<file path="config.mk">
export PLATFORM = sky130hd
export DESIGN_NAME = operand_decode
export DESIGN_NICKNAME = d
export VERILOG_FILES = /design/src/common/reg_stall_pkg.sv /design/src/rtl/operand_decode.sv
export SDC_FILE = /design/constraint.sdc
export NUM_CORES = 1
export LEC_CHECK = 0
export BUFFER_PORTS_ARGS = -buffer_cell sky130_fd_sc_hd__buf_2
export CORE_MARGIN = 1
export CORE_UTILIZATION = 30
export DETAILED_ROUTE_END_ITERATION = 12
export PLACE_DENSITY = 0.82
export SETUP_SLACK_MARGIN = 0.2
export SYNTH_ARGS = -nofsm -noshare
export SYNTH_HDL_FRONTEND = slang
export SYNTH_SLANG_ARGS = --single-unit
export TNS_END_PERCENT = 50
</file>
<file path="constraint.sdc">
create_clock -name vclk -period 1.2
set_clock_uncertainty 0.1 [all_clocks]
set_input_delay 0.12 -clock vclk [all_inputs]
set_output_delay 0.12 -clock vclk [all_outputs]
set_load 0.03 [all_outputs]
</file>
<file path="src/common/reg_stall_pkg.sv">
package reg_stall_pkg;

    // general register file of the x86 integer core
    localparam int NUM_REGS = 8;
    localparam int CNT_W    = 4;

    typedef logic [$clog2(NUM_REGS)-1:0] reg_idx_t;
    typedef logic [CNT_W-1:0]            pend_cnt_t;
    typedef logic [7:0]                  modrm_t;
    typedef logic [7:0]                  sib_t;

    // esp sits at register number 4
    localparam reg_idx_t   STACK_REG  = 3'd4;
    // mod 00 with rm 101 means disp32 only
    localparam reg_idx_t   NO_BASE_RM = 3'd5;
    localparam reg_idx_t   SIB_RM     = 3'd4;
    localparam reg_idx_t   NO_INDEX   = 3'd4;
    localparam logic [1:0] MOD_REG    = 2'd3;

    // operand type codes as delivered by the decoder
    typedef enum logic [2:0] {
        OP_NONE  = 3'd0,
        OP_REG   = 3'd1,
        OP_SEG   = 3'd2,
        OP_MM    = 3'd3,
        OP_MODRM = 3'd4,
        OP_IMM   = 3'd5,
        OP_MEM   = 3'd6
    } op_type_e;

    typedef enum logic [1:0] {
        SIZE_BYTE  = 2'd0,
        SIZE_WORD  = 2'd1,
        SIZE_DWORD = 2'd2
    } reg_size_e;

    typedef struct packed {
        logic     valid;
        reg_idx_t idx;
    } reg_ref_t;

    // up to two registers read per operand
    typedef struct packed {
        reg_ref_t op0_r0;
        reg_ref_t op0_r1;
        reg_ref_t op1_r0;
        reg_ref_t op1_r1;
    } read_set_t;

    typedef struct packed {
        reg_ref_t issue;
        reg_ref_t retire;
        logic     advance;
    } counter_cmd_t;

    // ah..bh live in the upper byte of eax..ebx
    function automatic reg_idx_t size_fix(input reg_idx_t r, input reg_size_e size);
        reg_idx_t fixed;
        fixed = r;
        if (size == SIZE_BYTE) begin
            fixed[2] = 1'b0;
        end
        return fixed;
    endfunction

endpackage

</file>
<file path="src/rtl/operand_decode.sv">
`timescale 1ns/10ps

module operand_decode import reg_stall_pkg::*; (
    input  op_type_e     op0,
    input  reg_idx_t     op0_reg,
    input  op_type_e     op1,
    input  reg_idx_t     op1_reg,
    input  reg_size_e    register_size,
    input  modrm_t       mod_rm,
    input  sib_t         sib,
    input  reg_idx_t     wb_reg,
    input  reg_size_e    wb_size,
    input  logic         wb_enable,
    input  logic         next_stage_ready,
    output counter_cmd_t cmd,
    output read_set_t    reads
);

    // modrm and sib fields
    logic [1:0] mod;
    reg_idx_t   rm;
    reg_idx_t   sib_base;
    reg_idx_t   sib_index;

    // size corrected register numbers
    reg_idx_t   op0_fix;
    reg_idx_t   op1_fix;
    reg_idx_t   rm_eff;

    logic       no_base;
    logic       index_used;
    reg_idx_t   modrm_base;
    reg_ref_t   index_ref;
    logic       issue_modrm;

    assign mod       = mod_rm[7:6];
    assign rm        = mod_rm[2:0];
    assign sib_base  = sib[2:0];
    assign sib_index = sib[5:3];

    assign op0_fix = size_fix(op0_reg, register_size);
    assign op1_fix = size_fix(op1_reg, register_size);

    // rm names a register only in register direct mode
    assign rm_eff = (mod == MOD_REG) ? size_fix(rm, register_size) : rm;

    // disp32 only with no base register to read
    assign no_base = (mod == 2'd0) && (rm == NO_BASE_RM);

    // rm 100 with a memory mod pulls the base from the sib byte
    assign modrm_base = ((mod == MOD_REG) || (rm != SIB_RM)) ? rm_eff : sib_base;

    // sib index present unless the index field says none
    assign index_used = (mod != MOD_REG) && (rm == SIB_RM) && (sib_index != NO_INDEX);

    assign index_ref.valid = index_used;
    assign index_ref.idx   = sib_index;

    // first register read by one operand
    function automatic reg_ref_t first_read(
        input op_type_e op,
        input reg_idx_t own_fix,
        input logic     base_absent,
        input reg_idx_t base_reg
    );
        reg_ref_t r;
        r = '0;
        case (op)
            OP_REG, OP_MEM: begin
                r.valid = 1'b1;
                r.idx   = own_fix;
            end
            OP_MODRM: begin
                r.valid = !base_absent;
                r.idx   = base_reg;
            end
            // segment, mm, immediate and none read no general register
            default: begin
                r = '0;
            end
        endcase
        return r;
    endfunction

    // second register only comes from a sib index
    function automatic reg_ref_t second_read(input op_type_e op, input reg_ref_t idx_ref);
        reg_ref_t r;
        r = idx_ref;
        if (op != OP_MODRM) begin
            r.valid = 1'b0;
        end
        return r;
    endfunction

    assign reads.op0_r0 = first_read(op0, op0_fix, no_base, modrm_base);
    assign reads.op0_r1 = second_read(op0, index_ref);
    assign reads.op1_r0 = first_read(op1, op1_fix, no_base, modrm_base);
    assign reads.op1_r1 = second_read(op1, index_ref);

    // op0 writes a register when it is a plain register or modrm with mod 11
    assign issue_modrm     = (op0 == OP_MODRM) && (mod == MOD_REG);
    assign cmd.issue.valid = (op0 == OP_REG) || issue_modrm;
    assign cmd.issue.idx   = issue_modrm ? rm_eff : op0_fix;

    // writeback always retires since that side has no back-pressure
    assign cmd.retire.valid = wb_enable;
    assign cmd.retire.idx   = size_fix(wb_reg, wb_size);

    // only count the write once the instruction moves on
    assign cmd.advance = next_stage_ready;

endmodule

</file>
==> flow_summary.ini <==
[placement]
dp.cells = 138
hpwl_um = 1440
io_buffers = 49
gp_congestion = 0.714

[route]
drt.antenna.violating_nets = 0
drt_iter0_markers = 32
finalWirelength_um = 2950
vias = 892
viasPerCell = 6.19
wl_per_cell_um = 20.5
remaining_drc_errors = 0
dr.pass1.iters = 4

[global_route]
grt.busiest_layer = met2
grt_start_max_net_pins = 8
antenna_found_initial = 0
met3_usage_pct = 4.35
grt_pass1_wl_um = 3110
grt_use_met2_pct = 51.6
grt_overflow = 0
grtUsageMet1_pct = 29.9
track_usage_pct = 27.3
grt_pass1_vias = 708

[critical_path]
cp.arrival_ns = 1.37
cp.required_ns = 0.98
critPathMaxStageDelay_ns = 0.42
worst_setup_path_start_kind = primary input
crit_chain = buf_2 > or3b_4 > or4_4 > o211ai_1 > buf_4
path_class = in -> out
worstPathMaxFanout = 4
critPathCaptureType = output pin
crit_slowest_cell = or3b_4

[synth]
yosys_warnings = 0
synth_top_area_share_pct = 16.4
syn_area_per_cell_um2 = 6.82
synth_xor_xnor_area_share_pct = 0
syn-num-nets = 104
synth.area.mux_share_pct = 7.12
synth_cells = 67
synth_fa_ha_area_share_pct = 0
synth_top_family_by_area = simple AND/OR/NAND/NOR gates
synth-simple-area-share_pct = 39.5
yosysSeqAreaShare_pct = 0
yosysUniqueCellTypes = 29
synthesis.area_um2 = 457
synth_compound_gate_area_share_pct = 36.2
yosys-top-cells-area = buf_4 16%, nand2b_1 9.6%, o221ai_1 5.8%
synth_top_cell_by_area = buf_4

[finish]
fill_cells = 79
seq_area_um2 = 0
drive_above_1_share_pct = 76.0
n_antenna_cell = 0
areaGrowthSynthToFinish_pct = 136
stdcell_count = 144
seq_cell_count = 0
final_util_pct = 79.9
layout.nets = 168
clkbuf_count = 0

[pwr]
leakagePower_uw = 0.000506
powerDensity_nw_per_um2 = 432
max-vdd-ir-drop_mv = 0.226
p_total_uw = 466

[worst_hold_path]
hold_class = in -> out
hp-start = wb_reg[0]
min_to = cmd[1]
hold_path_depth = 0

[timing]
worstMarginPinSlew_ns = 0.337
rsz0062_at_grt = yes
fin_ws_ns = -0.387
slew_headroom_pct = 77.4
fin_tns_setup_ns = -2.78
setup_viol = 14
fin_crit_sh_pct = 132
final_hold_viol_count = 0
clock.fmax_mhz = 630
maxSlewViolCount = 0
min_period_ns = 1.59

[die]
dieHeight_um = 41.0
die-area_um2 = 1680
core_um2 = 1350
io_pins = 62
die_width_um = 41.0
start_util_pct = 33.8
num_rows = 13

[clock_network]
ctsHoldBuffers = 0

[run_status]
violations = negative setup slack
outcome = finished with violations

[flow_run]
max-cap-violations = 0
## final cells by class
type	count	area [um2]	area share [%]
multi-input cells	56	522	48.4
well taps	15	18.8	1.74
inverters	1	3.75	0.348
repair buffers	72	534	49.5
## how the worst max path moves through the flow
stage	to	depth (start not counted)	slack (ns)	from
3_3_place_gp	cmd[7]	6	-0.40	op0[0]
2_1_floorplan	reads[12]	2	-0.24	op0[0]
3_5_place_dp	cmd[7]	6	-0.46	op0[0]
5_1_grt	reads[14]	5	-0.43	op0[2]
4_1_cts	reads[14]	5	-0.38	op0[0]
6_report	reads[14]	5	-0.39	op0[2]
## critical path: cells and delay by family
family                 cells  cell delay, ns
and+or+nand+nor            2            0.84
AOI/OAI and AO/OA          1            0.11
buffers and inverters      2            0.29
## synthesized netlist by cell type, types with 2 or more instances
| master | instances |
|---|---|
| nand2_1 | 5 |
| nor2b_1 | 2 |
| buf_4 | 10 |
| a31oi_1 | 2 |
| o211ai_1 | 3 |
| o21a_1 | 2 |
| nor3b_1 | 3 |
| nand2b_1 | 7 |
| o221ai_1 | 3 |
| mux2_2 | 2 |
| o21ai_0 | 5 |
| o2bb2a_1 | 2 |
| nor2_1 | 5 |
## what timing repair did
item                                   4_1_cts  5_1_grt
pin swaps                                    4        4
setup buffers                                2        4
endpoints found under the hold margin        0        0
resized for setup                           46       19
setup endpoints to repair                   14       14
## layer usage
| layer | vias up | part of all wire (%) |
|---|---|---|
| li1 | 375 | - |
| met1 | 425 | 38 |
| met2 | 74 | 49 |
| met3 | 18 | 9.9 |
| met4 | 0 | 3.7 |
| met5 | - | 0 |
## per-stage QoR
step	instance area [um2]	hold WS, ns	setup slack [ns]
global route	1080	0.140	-0.431
CTS	965	0.140	-0.379
detailed placement	777	0.140	-0.459
floorplan	460	0.252	-0.242
finish	1080	0.140	-0.387
global placement	777	0.140	-0.403
## logic make-up (layout without fill, tap and decap cells)
group / Yosys count / after routing
buf+inv: 11 / 73
compound gates: 23 / 23
mux: 3 / 3
simple gates: 30 / 30
## layout by cell type, fill, tap and decap left out, types with 3 or more instances in the layout
cell type	count
buf_2	31
buf_4	22
buf_6	19
nand2_1	4
nand2b_1	6
nor2_1	3
o211ai_1	3
## where the power goes
part	leakage [uW]	internal, uW	switching, uW	total (uW)
clock network	0	0	0	0
logic	0.000506	214	251	466
registers	0	0	0	0
Power figures use the tool's default switching activity.
