`src/common/reg_stall_pkg.sv`:
```
package reg_stall_pkg;

    // general register file of the x86 integer core
    localparam int NUM_REGS = 8;
    localparam int CNT_W    = 4;

    typedef logic [$clog2(NUM_REGS)-1:0] reg_idx_t;
    typedef logic [CNT_W-1:0]            pend_cnt_t;
    typedef logic [7:0]                  modrm_t;
    typedef logic [7:0]                  sib_t;

    // esp sits at register number 4
    localparam reg_idx_t   STACK_REG  = 3'd4;
    // mod 00 with rm 101 means disp32 only
    localparam reg_idx_t   NO_BASE_RM = 3'd5;
    localparam reg_idx_t   SIB_RM     = 3'd4;
    localparam reg_idx_t   NO_INDEX   = 3'd4;
    localparam logic [1:0] MOD_REG    = 2'd3;

    // operand type codes as delivered by the decoder
    typedef enum logic [2:0] {
        OP_NONE  = 3'd0,
        OP_REG   = 3'd1,
        OP_SEG   = 3'd2,
        OP_MM    = 3'd3,
        OP_MODRM = 3'd4,
        OP_IMM   = 3'd5,
        OP_MEM   = 3'd6
    } op_type_e;

    typedef enum logic [1:0] {
        SIZE_BYTE  = 2'd0,
        SIZE_WORD  = 2'd1,
        SIZE_DWORD = 2'd2
    } reg_size_e;

    typedef struct packed {
        logic     valid;
        reg_idx_t idx;
    } reg_ref_t;

    // up to two registers read per operand
    typedef struct packed {
        reg_ref_t op0_r0;
        reg_ref_t op0_r1;
        reg_ref_t op1_r0;
        reg_ref_t op1_r1;
    } read_set_t;

    typedef struct packed {
        reg_ref_t issue;
        reg_ref_t retire;
        logic     advance;
    } counter_cmd_t;

    // ah..bh live in the upper byte of eax..ebx
    function automatic reg_idx_t size_fix(input reg_idx_t r, input reg_size_e size);
        reg_idx_t fixed;
        fixed = r;
        if (size == SIZE_BYTE) begin
            fixed[2] = 1'b0;
        end
        return fixed;
    endfunction

endpackage

```
`src/scoreboard/pending_counter.sv`:
```
`timescale 1ns/10ps

module pending_counter import reg_stall_pkg::*; (
    input  logic         clk,
    input  logic         arst_n,
    // register number this slot tracks
    input  reg_idx_t     slot_reg,
    input  counter_cmd_t cmd,
    output pend_cnt_t    count
);

    logic issue_hit;
    logic retire_hit;
    logic do_inc;
    logic do_dec;

    // issue counts only when the instruction is accepted downstream
    assign issue_hit = cmd.issue.valid && (cmd.issue.idx == slot_reg);

    assign retire_hit = cmd.retire.valid && (cmd.retire.idx == slot_reg);

    assign do_inc = issue_hit && cmd.advance;
    assign do_dec = retire_hit;

    // simultaneous issue and retire cancel out
    always_ff @(posedge clk or negedge arst_n) begin
        if (!arst_n) begin
            count <= '0;
        end else if (do_inc && !do_dec) begin
            count <= count + pend_cnt_t'(1);
        end else if (do_dec && !do_inc) begin
            // never underflows while writebacks match earlier issues
            count <= count - pend_cnt_t'(1);
        end
    end

endmodule

```
`config.mk`:
```
export PLATFORM = sky130hd
export DESIGN_NAME = pending_counter
export DESIGN_NICKNAME = d
export VERILOG_FILES = /design/src/common/reg_stall_pkg.sv /design/src/scoreboard/pending_counter.sv
export SDC_FILE = /design/constraint.sdc
export NUM_CORES = 1
export LEC_CHECK = 0
export BUFFER_PORTS_ARGS = -buffer_cell sky130_fd_sc_hd__buf_2
export CORE_AREA = 2 2 39 41
export CTS_CLUSTER_DIAMETER = 50
export DETAILED_ROUTE_END_ITERATION = 12
export DIE_AREA = 0 0 41 43
export GPL_TIMING_DRIVEN = 0
export HOLD_SLACK_MARGIN = 0.08
export PLACE_DENSITY = 0.59
export SLEW_MARGIN = 20
export SYNTH_ARGS = -nofsm -noshare
export SYNTH_HDL_FRONTEND = slang
export SYNTH_SLANG_ARGS = --single-unit
export TNS_END_PERCENT = 5
```
`constraint.sdc`:
```
create_clock -name clk -period 3.72 [get_ports clk]
set_input_delay 0.744 -clock clk [delete_from_list [all_inputs] [get_ports clk]]
set_output_delay 0.744 -clock clk [all_outputs]
set_load 0.005 [all_outputs]
```
==> reports/qor.txt, run 1 <==
status: complete, no violations
CTS H-tree lvls: 1
Slew headroom: 87.4%
wire length per cell: 9.70 um
max FFs per register: 4
Post-layout nets: 77
Startpoint Class: primary input
critical path type: primary input to flop
CTS tree: built
clock buffer depth: 2
final setup margin: 1160 ps
vias in the first global route: 326
total CTS buffers: 3
Final Hold Fails: 0
Comb power frac: 49.9%
Die Area: 1760 sq um
largest net degree at the start of global routing: 11
gr ovfl total: 0
Post-synth EDFFs: 0
Ports: 18
synth top area cells: dfrtp_1 27%, xnor2_1 14%, ha_1 10%
Final min period: 2560 ps
post-route clock period utilization: 68.8%
crit end category: flop
ant diodes: 0
Synth top area share: 26.8%
Clock Skew: 0.360 ps
Die Ht: 43 um
Yosys warnings: 0
IO Port Bufs: 17
pwr dens: 575 nW/um^2
biggest regs: count: 4 flops
fillers: 149
Clk Latency, worst-skew pair: 230 ps
sequential-to-total area share from yosys stat: 26.8%
initial drt markers: 5
Post-Syn Area per Cell: 10.1 sq um
Slew Viols, Final: 0
setup_tns: 0 ps
clock-pin slew on the worst setup and hold paths: 40 ps
mapped cell area: 373 sq um
Async S/R FF share, synth: 100%
number of synthesized register bits: 4
P_int: 178 uW
DRC violations left: 0
CP peak stage delay: 500 ps
Via density: 4.70
Maximum Capacitance Violations: 0
first-pass GRT wire length: 1.26 mm
CP Cell Sequence: buf_2, xnor2_1, nand3_1, nor3_1, ha_1, inv_1, ha_1, or4_4, o211ai_2, o211ai_2
Hold Crit Class: primary input to asynchronous set/reset pin
Antenna Violating Nets Remaining: 0
static leakage: 0.222 nW
hold_buf cts: 0
post-CTS setup repair buffer count: 0
crit path DAT: 2660 ps
post-cts resize count: 0
Worst Tran Pin Value: 184 ps
clock share of power: 18.1%
Synth top cells by count: 6 x xnor2_1, 4 x dfrtp_1, 3 x ha_1, 3 x nand3_1
Syn Inst Count: 37
NetSw: 110 uW
Synth area leader: dfrtp_1
most common cell in the synthesized netlist: xnor2_1
Clock Root Buffer: clkbuf_4
DP HPWL: 630 um
RD Place Congestion: 0.648
synthesis-to-finish area growth: 34.2%
final WL: 708 um
slowest CP cell: or4_4
Pwr Total: 288 uW
GRT Resource Usage Total: 10.8%
largest register by flop count: count
sequential share of power: 32.0%
fin util: 36.2%
clk sinks: 4
Highest Clock Rate: 0.391 GHz
Synthesized Nets: 55
Main synth FF type: dfrtp_1
routed vias: 343
Rows: 14
RSZ-0062 raised after global routing: no
crit-path max FO: 6
Die Wd: 41 um
layout cell share with drive strength beyond 1: 43.9%
CP required: 3820 ps
Initial Utilization: 26.9%
post-place setup slack: 894 ps
core region area: 1380 sq um
switching power share of the total: 38.1%
Finish-stage setup viols: 0
maximum vdd drop: 219 uV
antenna violations before repair: 0
Yosys cell types: 20
TritonRoute pass-1 iters: 2
final cells by class:
| class | instances | area [sq um] | share of cell area (%) |
|---|---|---|---|
| multi-input cells | 31 | 264 | 52.7 |
| flip-flops and latches | 4 | 100 | 20.0 |
| repair buffers | 17 | 85.1 | 17.0 |
| clock buffers | 3 | 22.5 | 4.50 |
| well taps | 16 | 20.0 | 4.00 |
| plain buffers | 1 | 5.00 | 1.00 |
| inverters | 1 | 3.75 | 0.750 |
metal layers:
| metal | wire, um | track usage (%) |
|---|---|---|
| met1 | 286 | 12.1 |
| met4 | 0 | 8.00 |
| met3 | 4 | 3.14 |
| met5 | 0 | 0 |
| met2 | 418 | 16.3 |
through the flow:
| stage | std cells | hold WS (ps) | instance area (sq um) |
|---|---|---|---|
| floorplan | 37 | 448 | 373 |
| global placement | 70 | 515 | 478 |
| detailed placement | 70 | 554 | 478 |
| CTS | 73 | 309 | 500 |
| global route | 73 | 303 | 500 |
| finish | 73 | 311 | 500 |
final timing paths:
check                           slack [ps]                   end                  from  depth (start not counted)
worst max register to register        2160  count[3]$_DFFE_PN0P_  count[2]$_DFFE_PN0P_                          4
max in group asynchronous             3290  count[0]$_DFFE_PN0P_                arst_n                          1
min in group clk                       550  count[2]$_DFFE_PN0P_  count[2]$_DFFE_PN0P_                          2
worst min-delay path                   310  count[3]$_DFFE_PN0P_                arst_n                          1
worst max-delay path                  1160  count[3]$_DFFE_PN0P_           slot_reg[2]                         10
worst min register to register         550  count[2]$_DFFE_PN0P_  count[2]$_DFFE_PN0P_                          2
worst max-delay path, delay by kind of cell:
kind	cells	cell delay (ps)
simple gates	3	740
fa+ha+maj	2	640
buf+inv	2	240
xor+xnor	1	120
compound gates	2	180
power by group through the flow:
stage                     logic, mW  clock network, mW  registers (mW)
after floorplan              0.0954                  0          0.0922
after global placement        0.143                  0          0.0922
after detailed placement      0.145                  0          0.0936
after CTS                     0.146             0.0539          0.0931
after global routing          0.169             0.0589          0.0977
final                         0.144             0.0520          0.0921
layout by cell type, fill, tap and decap left out:
cell type   n
inv_1       1
mux2i_1     1
buf_2      17
o211ai_2    2
nor3_1      2
clkbuf_2    1
a21oi_1     2
nand3_1     3
nand3b_1    1
mux2_2      1
or3_1       1
xnor2_1     6
nand2_1     2
xor2_1      2
nand4_1     1
ha_1        3
a2111o_1    1
fa_1        1
dfrtp_1     4
clkbuf_4    3
or4_4       1
o21ai_0     1
cells by family after synthesis:
group	count (synthesis)	synth area share, %
fa+ha+maj	4	15.4
simple gates	11	17.1
compound gates	6	13.8
flops	4	26.8
buf+inv	2	2.35
mux	2	5.70
xor+xnor	8	18.8
(Power assumes the default switching activity.)
==> run 2: changes to the inputs <==
ABC_AREA = 1   (was not set)
PLACE_DENSITY = 0.58   (was 0.59)
clock period = 2.6 ns   (was 3.72 ns; I/O delays follow)
==> run 2 against run 1 <==
  * Power is 49% higher
  * Critical path depth is 2 higher
  * Die area stayed put
  * Largest cell class unchanged
  * Critical endpoint unchanged
  * Utilization is 0.36 points lower
  * Largest power group unchanged
  * Via count is 0.87% higher
  * Clock power is 43% higher
==> reports/qor.txt, run 2 <==
status: complete, no violations
crit-path max FO: 4 (-2)
TritonRoute pass-1 iters: 3 (+1)
Startpoint Class: primary input
clock buffer depth: 2 (unchanged)
commonest non-fill, non-tap cell in the layout: buf_2
most common cell in the synthesized netlist: nand2_1
GRT Resource Usage Total: 10.3% (-0.47 points)
Finish-stage setup viols: 0 (unchanged)
RSZ-0062 raised after global routing: no
pwr dens: 864 nW/um^2 (+50%)
post-CTS setup repair buffer count: 0 (unchanged)
Yosys warnings: 0 (unchanged)
Multi-input gate area: 235 sq um (-11%)
Via density: 4.07 (-13%)
maximum vdd drop: 455 uV (+110%)
setup_tns: 0 ps (unchanged)
number of synthesized register bits: 4 (unchanged)
register area: 100 sq um (unchanged)
Rows: 14 (unchanged)
final WL: 675 um (-4.7%)
metal2 WL: 371 um (-11%)
mapped cell area: 358 sq um (-4.0%)
ant diodes: 0 (unchanged)
layout cell share with drive strength beyond 1: 31.9% (-12 points)
CP required: 2710 ps (-1110 ps)
Post-layout nets: 89 (+16%)
RD Place Congestion: 0.684 (+5.6%)
largest net degree at the start of global routing: 7 (-4)
routed vias: 346 (+0.87%)
antenna violations before repair: 0 (unchanged)
gr ovfl total: 0 (unchanged)
total CTS buffers: 3 (unchanged)
post-route clock period utilization: 75.0%
Synth top area share: 28.0% (+1.1 points)
Die Wd: 41 um (unchanged)
synth top area cells: dfrtp_1 28%, nand2_1 17%, xnor2_1 15%
Synth area leader: dfrtp_1
Post-Syn Area per Cell: 7.46 sq um (-26%)
synthesis-to-finish area growth: 38.5%
Synth top cells by count: 16 x nand2_1, 6 x xnor2_1, 5 x inv_1
core region area: 1380 sq um (unchanged)
Final Hold Fails: 0 (unchanged)
Synthesized Nets: 66 (+20%)
CTS tree: built
clock-pin slew on the worst setup and hold paths: 40 ps (about the same)
Slew headroom: 86.7% (-0.73 points)
static leakage: 0.267 nW (+20%)
met3 WL: 9 um (+130%)
DRC violations left: 0 (unchanged)
clk sinks: 4 (unchanged)
Die Area: 1760 sq um (unchanged)
Slew Viols, Final: 0 (unchanged)
Clock Skew: 1.68 ps (+1.32 ps)
first-pass GRT wire length: 1.17 mm (-7.1%)
DP HPWL: 580 um (-7.9%)
CTS H-tree lvls: 1 (unchanged)
crit end category: flop
Main synth FF type: dfrtp_1
Final min period: 1950 ps
initial drt markers: 1 (-4)
Clock Root Buffer: clkbuf_4
Maximum Capacitance Violations: 0 (unchanged)
wire length on met1: 294 um (+2.8%)
Die Ht: 43 um (unchanged)
max FFs per register: 4 (unchanged)
critical path type: primary input to flop
vias in the first global route: 325 (-0.31%)
largest register by flop count: count
IO Port Bufs: 17 (unchanged)
Max Used Layer: met3
biggest regs: count: 4 flops
Highest Clock Rate: 0.513 GHz
Async S/R FF share, synth: 100% (unchanged)
Worst Tran Pin Value: 200 ps (+16.2 ps)
wire length per cell: 7.94 um (-18%)
commonest non-fill, non-tap cells in the layout: 17 x buf_2, 16 x nand2_1, 6 x xnor2_1
Clk Latency, worst-skew pair: 230 ps (about the same)
Antenna Violating Nets Remaining: 0 (unchanged)
Ports: 18 (unchanged)
fin util: 35.8% (-0.36 points)
crit path DAT: 2070 ps (-590 ps)
sequential-to-total area share from yosys stat: 28.0% (+1.1 points)
Yosys cell types: 15 (-25%)
Syn Inst Count: 48 (+30%)
fillers: 139 (-6.7%)
Initial Utilization: 25.9% (-1.1 points)
Hold Crit Class: flop to flop
Post-synth EDFFs: 0 (unchanged)
## run 2: cell type report
class	count	area share (%)
clock buffers	3	4.55
inverters	6	4.55
multi-input cells	38	47.5
flip-flops and latches	4	20.2
well taps	16	4.04
repair buffers	18	19.2
## run 2: path summary, 6_finish.rpt
check | start | endpoint | slack, ps | depth (start not counted)
setup / recovery | slot_reg[0] | count[3]$_DFFE_PN0P_ | 650 | 12
hold / removal | count[2]$_DFFE_PN0P_ | count[2]$_DFFE_PN0P_ | 520 | 2
hold reg to reg | count[2]$_DFFE_PN0P_ | count[2]$_DFFE_PN0P_ | 520 | 2
min in group asynchronous | arst_n | count[3]$_DFFE_PN0P_ | 620 | 2
setup reg to reg | count[2]$_DFFE_PN0P_ | count[3]$_DFFE_PN0P_ | 1280 | 6
max in group asynchronous | arst_n | count[2]$_DFFE_PN0P_ | 1860 | 2
## run 2: logic make-up (layout without fill, tap and decap cells)
group	Yosys count	after routing	synth area share, %
AND/OR/NAND/NOR	24	24	28.7
XOR/XNOR	6	6	14.7
buffers and inverters	6	27	6.29
adder cells (fa/ha/maj)	4	4	16.1
AO/OA/AOI/OAI	4	4	6.29
flip-flops	4	4	28.0
## run 2: critical path: stages
cell and delay (ps):
buf_2 110, xnor2_1 150, nand4_1 90, nor2_1 120
ha_1 170, inv_1 90, ha_1 340, or2_1 220
nand2_1 70, nand2_1 50, nand3_1 80, nand2_1 60
## run 2: repair_timing
action / CTS / global route
hold buffers: 1 / 0
hold endpoints to repair: 4 / 0
gates resized for setup: 0 / 0
## run 2: power by group
| part | total [mW] | internal, mW | switching [mW] |
|---|---|---|---|
| Clock | 0.0743 | 0.0515 | 0.0228 |
| Combinational | 0.225 | 0.115 | 0.111 |
| Sequential | 0.128 | 0.0934 | 0.0349 |
| Total | 0.428 | 0.259 | 0.169 |
## run 2: layer usage
| metal | vias up | track usage [%] |
|---|---|---|
| met3 | 0 | 3.14 |
| met4 | 0 | 10.0 |
| li1 | 195 | - |
| met5 | - | 0 |
| met2 | 3 | 14.1 |
| met1 | 148 | 11.9 |
## run 2: metrics by stage
step / cells / hold WS (ps) / total power [mW] / instance area, sq um / worst slack [ps]
4_1_cts: 85 / 522 / 0.438 / 495 / 640
5_1_grt: 85 / 556 / 0.481 / 495 / 495
6_report: 85 / 518 / 0.428 / 495 / 649
3_5_place_dp: 81 / 327 / 0.355 / 463 / 400
2_1_floorplan: 48 / 224 / 0.284 / 358 / 669
3_3_place_gp: 81 / 326 / 0.352 / 463 / 411
==> run 3: changes to the inputs <==
PLACE_DENSITY = 0.6   (was 0.58)
clock period = 1.7 ns   (was 2.6 ns; I/O delays follow)
==> run 3 against run 2 <==
  * Power increased by 61%
  * First-iteration DRC count increased to 4.0 times the previous value
  * Combinational power grew 65%
  * Setup slack worse by 560 ps
  * Critical path depth did not move
  * Final cell count did not move
  * Non-clock buffer count did not move
  * Largest power group unchanged
  * Highest routed layer unchanged
==> reports/qor.txt, run 3 (same netlist as run 2, synthesis figures left out) <==
status: complete, no violations
pwr dens: 1270 nW/um^2 (+48%)
Die Area: 1760 sq um (unchanged)
DP HPWL: 586 um (+0.98%)
static leakage: 0.280 nW (+4.6%)
Startpoint Class: primary input
depth of the worst register-to-register path: 3 (-3)
GRT Resource Usage Total: 8.49% (-1.8 points)
setup_tns: 0 ps (unchanged)
crit-path max FO: 4 (unchanged)
final instance area: 539 sq um (+8.8%)
clock-pin slew on the worst setup and hold paths: 40 ps (about the same)
Clk Latency, worst-skew pair: 230 ps (about the same)
clk sinks: 4 (unchanged)
clock buffer depth: 2 (unchanged)
core region area: 1380 sq um (unchanged)
critical path type: primary input to flop
RSZ-0062 raised after global routing: yes
Worst R2R End: count[2]$_DFFE_PN0P_
commonest non-fill, non-tap cell in the layout: nand2_1
Maximum Capacitance Violations: 0 (unchanged)
largest net degree at the start of global routing: 7 (unchanged)
Die Ht: 43 um (unchanged)
Finish-stage setup viols: 0 (unchanged)
layout cell share with drive strength beyond 1: 39.1% (+7.2 points)
Slew headroom: 87.1% (+0.42 points)
Area after DPL: 475 sq um (+2.7%)
post-CTS setup repair buffer count: 0 (unchanged)
CP required: 1820 ps (-890 ps)
first-pass GRT wire length: 1.01 mm (-14%)
wire length per cell: 8.05 um (+1.3%)
antenna violations before repair: 0 (unchanged)
post-route clock period utilization: 94.9%
ant diodes: 0 (unchanged)
CTS tree: built
biggest regs: count: 4 flops
synthesis-to-finish area growth: 50.7%
maximum vdd drop: 721 uV (+59%)
crit path DAT: 1730 ps (-340 ps)
Worst R2R Setup Slack: 480 ps (-800 ps)
Clock Skew: 0.252 ps (-1.43 ps)
IO Port Bufs: 17 (unchanged)
initial drt markers: 4 (+3)
Rows: 14 (unchanged)
total CTS buffers: 3 (unchanged)
CTS H-tree lvls: 1 (unchanged)
final WL: 684 um (+1.3%)
Slew Viols, Final: 0 (unchanged)
Post-layout nets: 89 (unchanged)
Via density: 4.18 (+2.6%)
Ports: 18 (unchanged)
routed vias: 355 (+2.6%)
Hold Crit Class: primary input to asynchronous set/reset pin
DRC violations left: 0 (unchanged)
Die Wd: 41 um (unchanged)
gr ovfl total: 0 (unchanged)
RD Place Congestion: 0.688 (+0.54%)
crit end category: flop
TritonRoute pass-1 iters: 2 (-1)
Highest Clock Rate: 0.620 GHz
FF-to-FF Start: count[0]$_DFFE_PN0P_
Initial Utilization: 25.9% (unchanged)
max FFs per register: 4 (unchanged)
Worst Tran Pin Value: 194 ps (-6.24 ps)
largest register by flop count: count
vias in the first global route: 262 (-19%)
Antenna Violating Nets Remaining: 0 (unchanged)
Final min period: 1610 ps
Clock Root Buffer: clkbuf_4
commonest non-fill, non-tap cells in the layout: 16 x nand2_1, 14 x buf_2, 5 x xnor2_1
Final Hold Fails: 0 (unchanged)
[run 3: cell type report]
type	count	area, sq um
inverter	6	25.0
timing repair buffer	18	114
clock buffer	3	22.5
sequential	4	100
multi-input combinational	38	258
tap	16	20.0
fill	147	845
[run 3: critical path: stages]
cell	delay, ps
buf_4	120
xnor2_2	140
nand4_1	90
nor2_1	100
ha_2	210
inv_4	50
ha_4	240
or2_1	200
nand2_1	60
nand2_1	50
nand3_1	60
nand2_1	60
[run 3: per-layer routing]
metal  track usage, %  routed length (um)
met5                0                   0
met4             6.00                   0
met3             1.57                  20
met2             10.9                 325
met1             12.2                 338
[run 3: timing repair]
item / 4_1_cts / 5_1_grt
gates resized for setup: 0 / 9
endpoints found under the hold margin: 4 / 0
setup endpoints to repair: 0 / 2
hold buffers: 1 / 0
[run 3: where the power goes]
part           total (mW)  switching [mW]  internal [mW]
Combinational       0.371           0.171          0.200
Sequential          0.202          0.0587          0.143
Clock               0.114          0.0355         0.0787
Total               0.687           0.266          0.421
[run 3: worst max-delay path by stage]
stage                     slack, ps  cells past startpoint        start                   end
after floorplan                  10                     12       cmd[6]  count[3]$_DFFE_PN0P_
after global placement         -240                     14  slot_reg[2]  count[3]$_DFFE_PN0P_
after detailed placement       -250                     14  slot_reg[2]  count[3]$_DFFE_PN0P_
after CTS                         1                     14  slot_reg[2]  count[3]$_DFFE_PN0P_
after global routing            -20                     14  slot_reg[2]  count[3]$_DFFE_PN0P_
final                            90                     12  slot_reg[0]  count[3]$_DFFE_PN0P_
[run 3: metrics by stage]
stage | utilization (%) | power, mW | cells | setup WS (ps) | hold WS, ps
finish | 39.0 | 0.687 | 85 | 87.2 | 440
floorplan | - | 0.456 | 48 | 10.3 | 44.4
detailed placement | 34.4 | 0.569 | 81 | -246 | 147
global placement | 34.4 | 0.563 | 81 | -241 | 149
global route | 39.0 | 0.777 | 85 | -15.8 | 445
CTS | 36.7 | 0.696 | 85 | 1.15 | 427
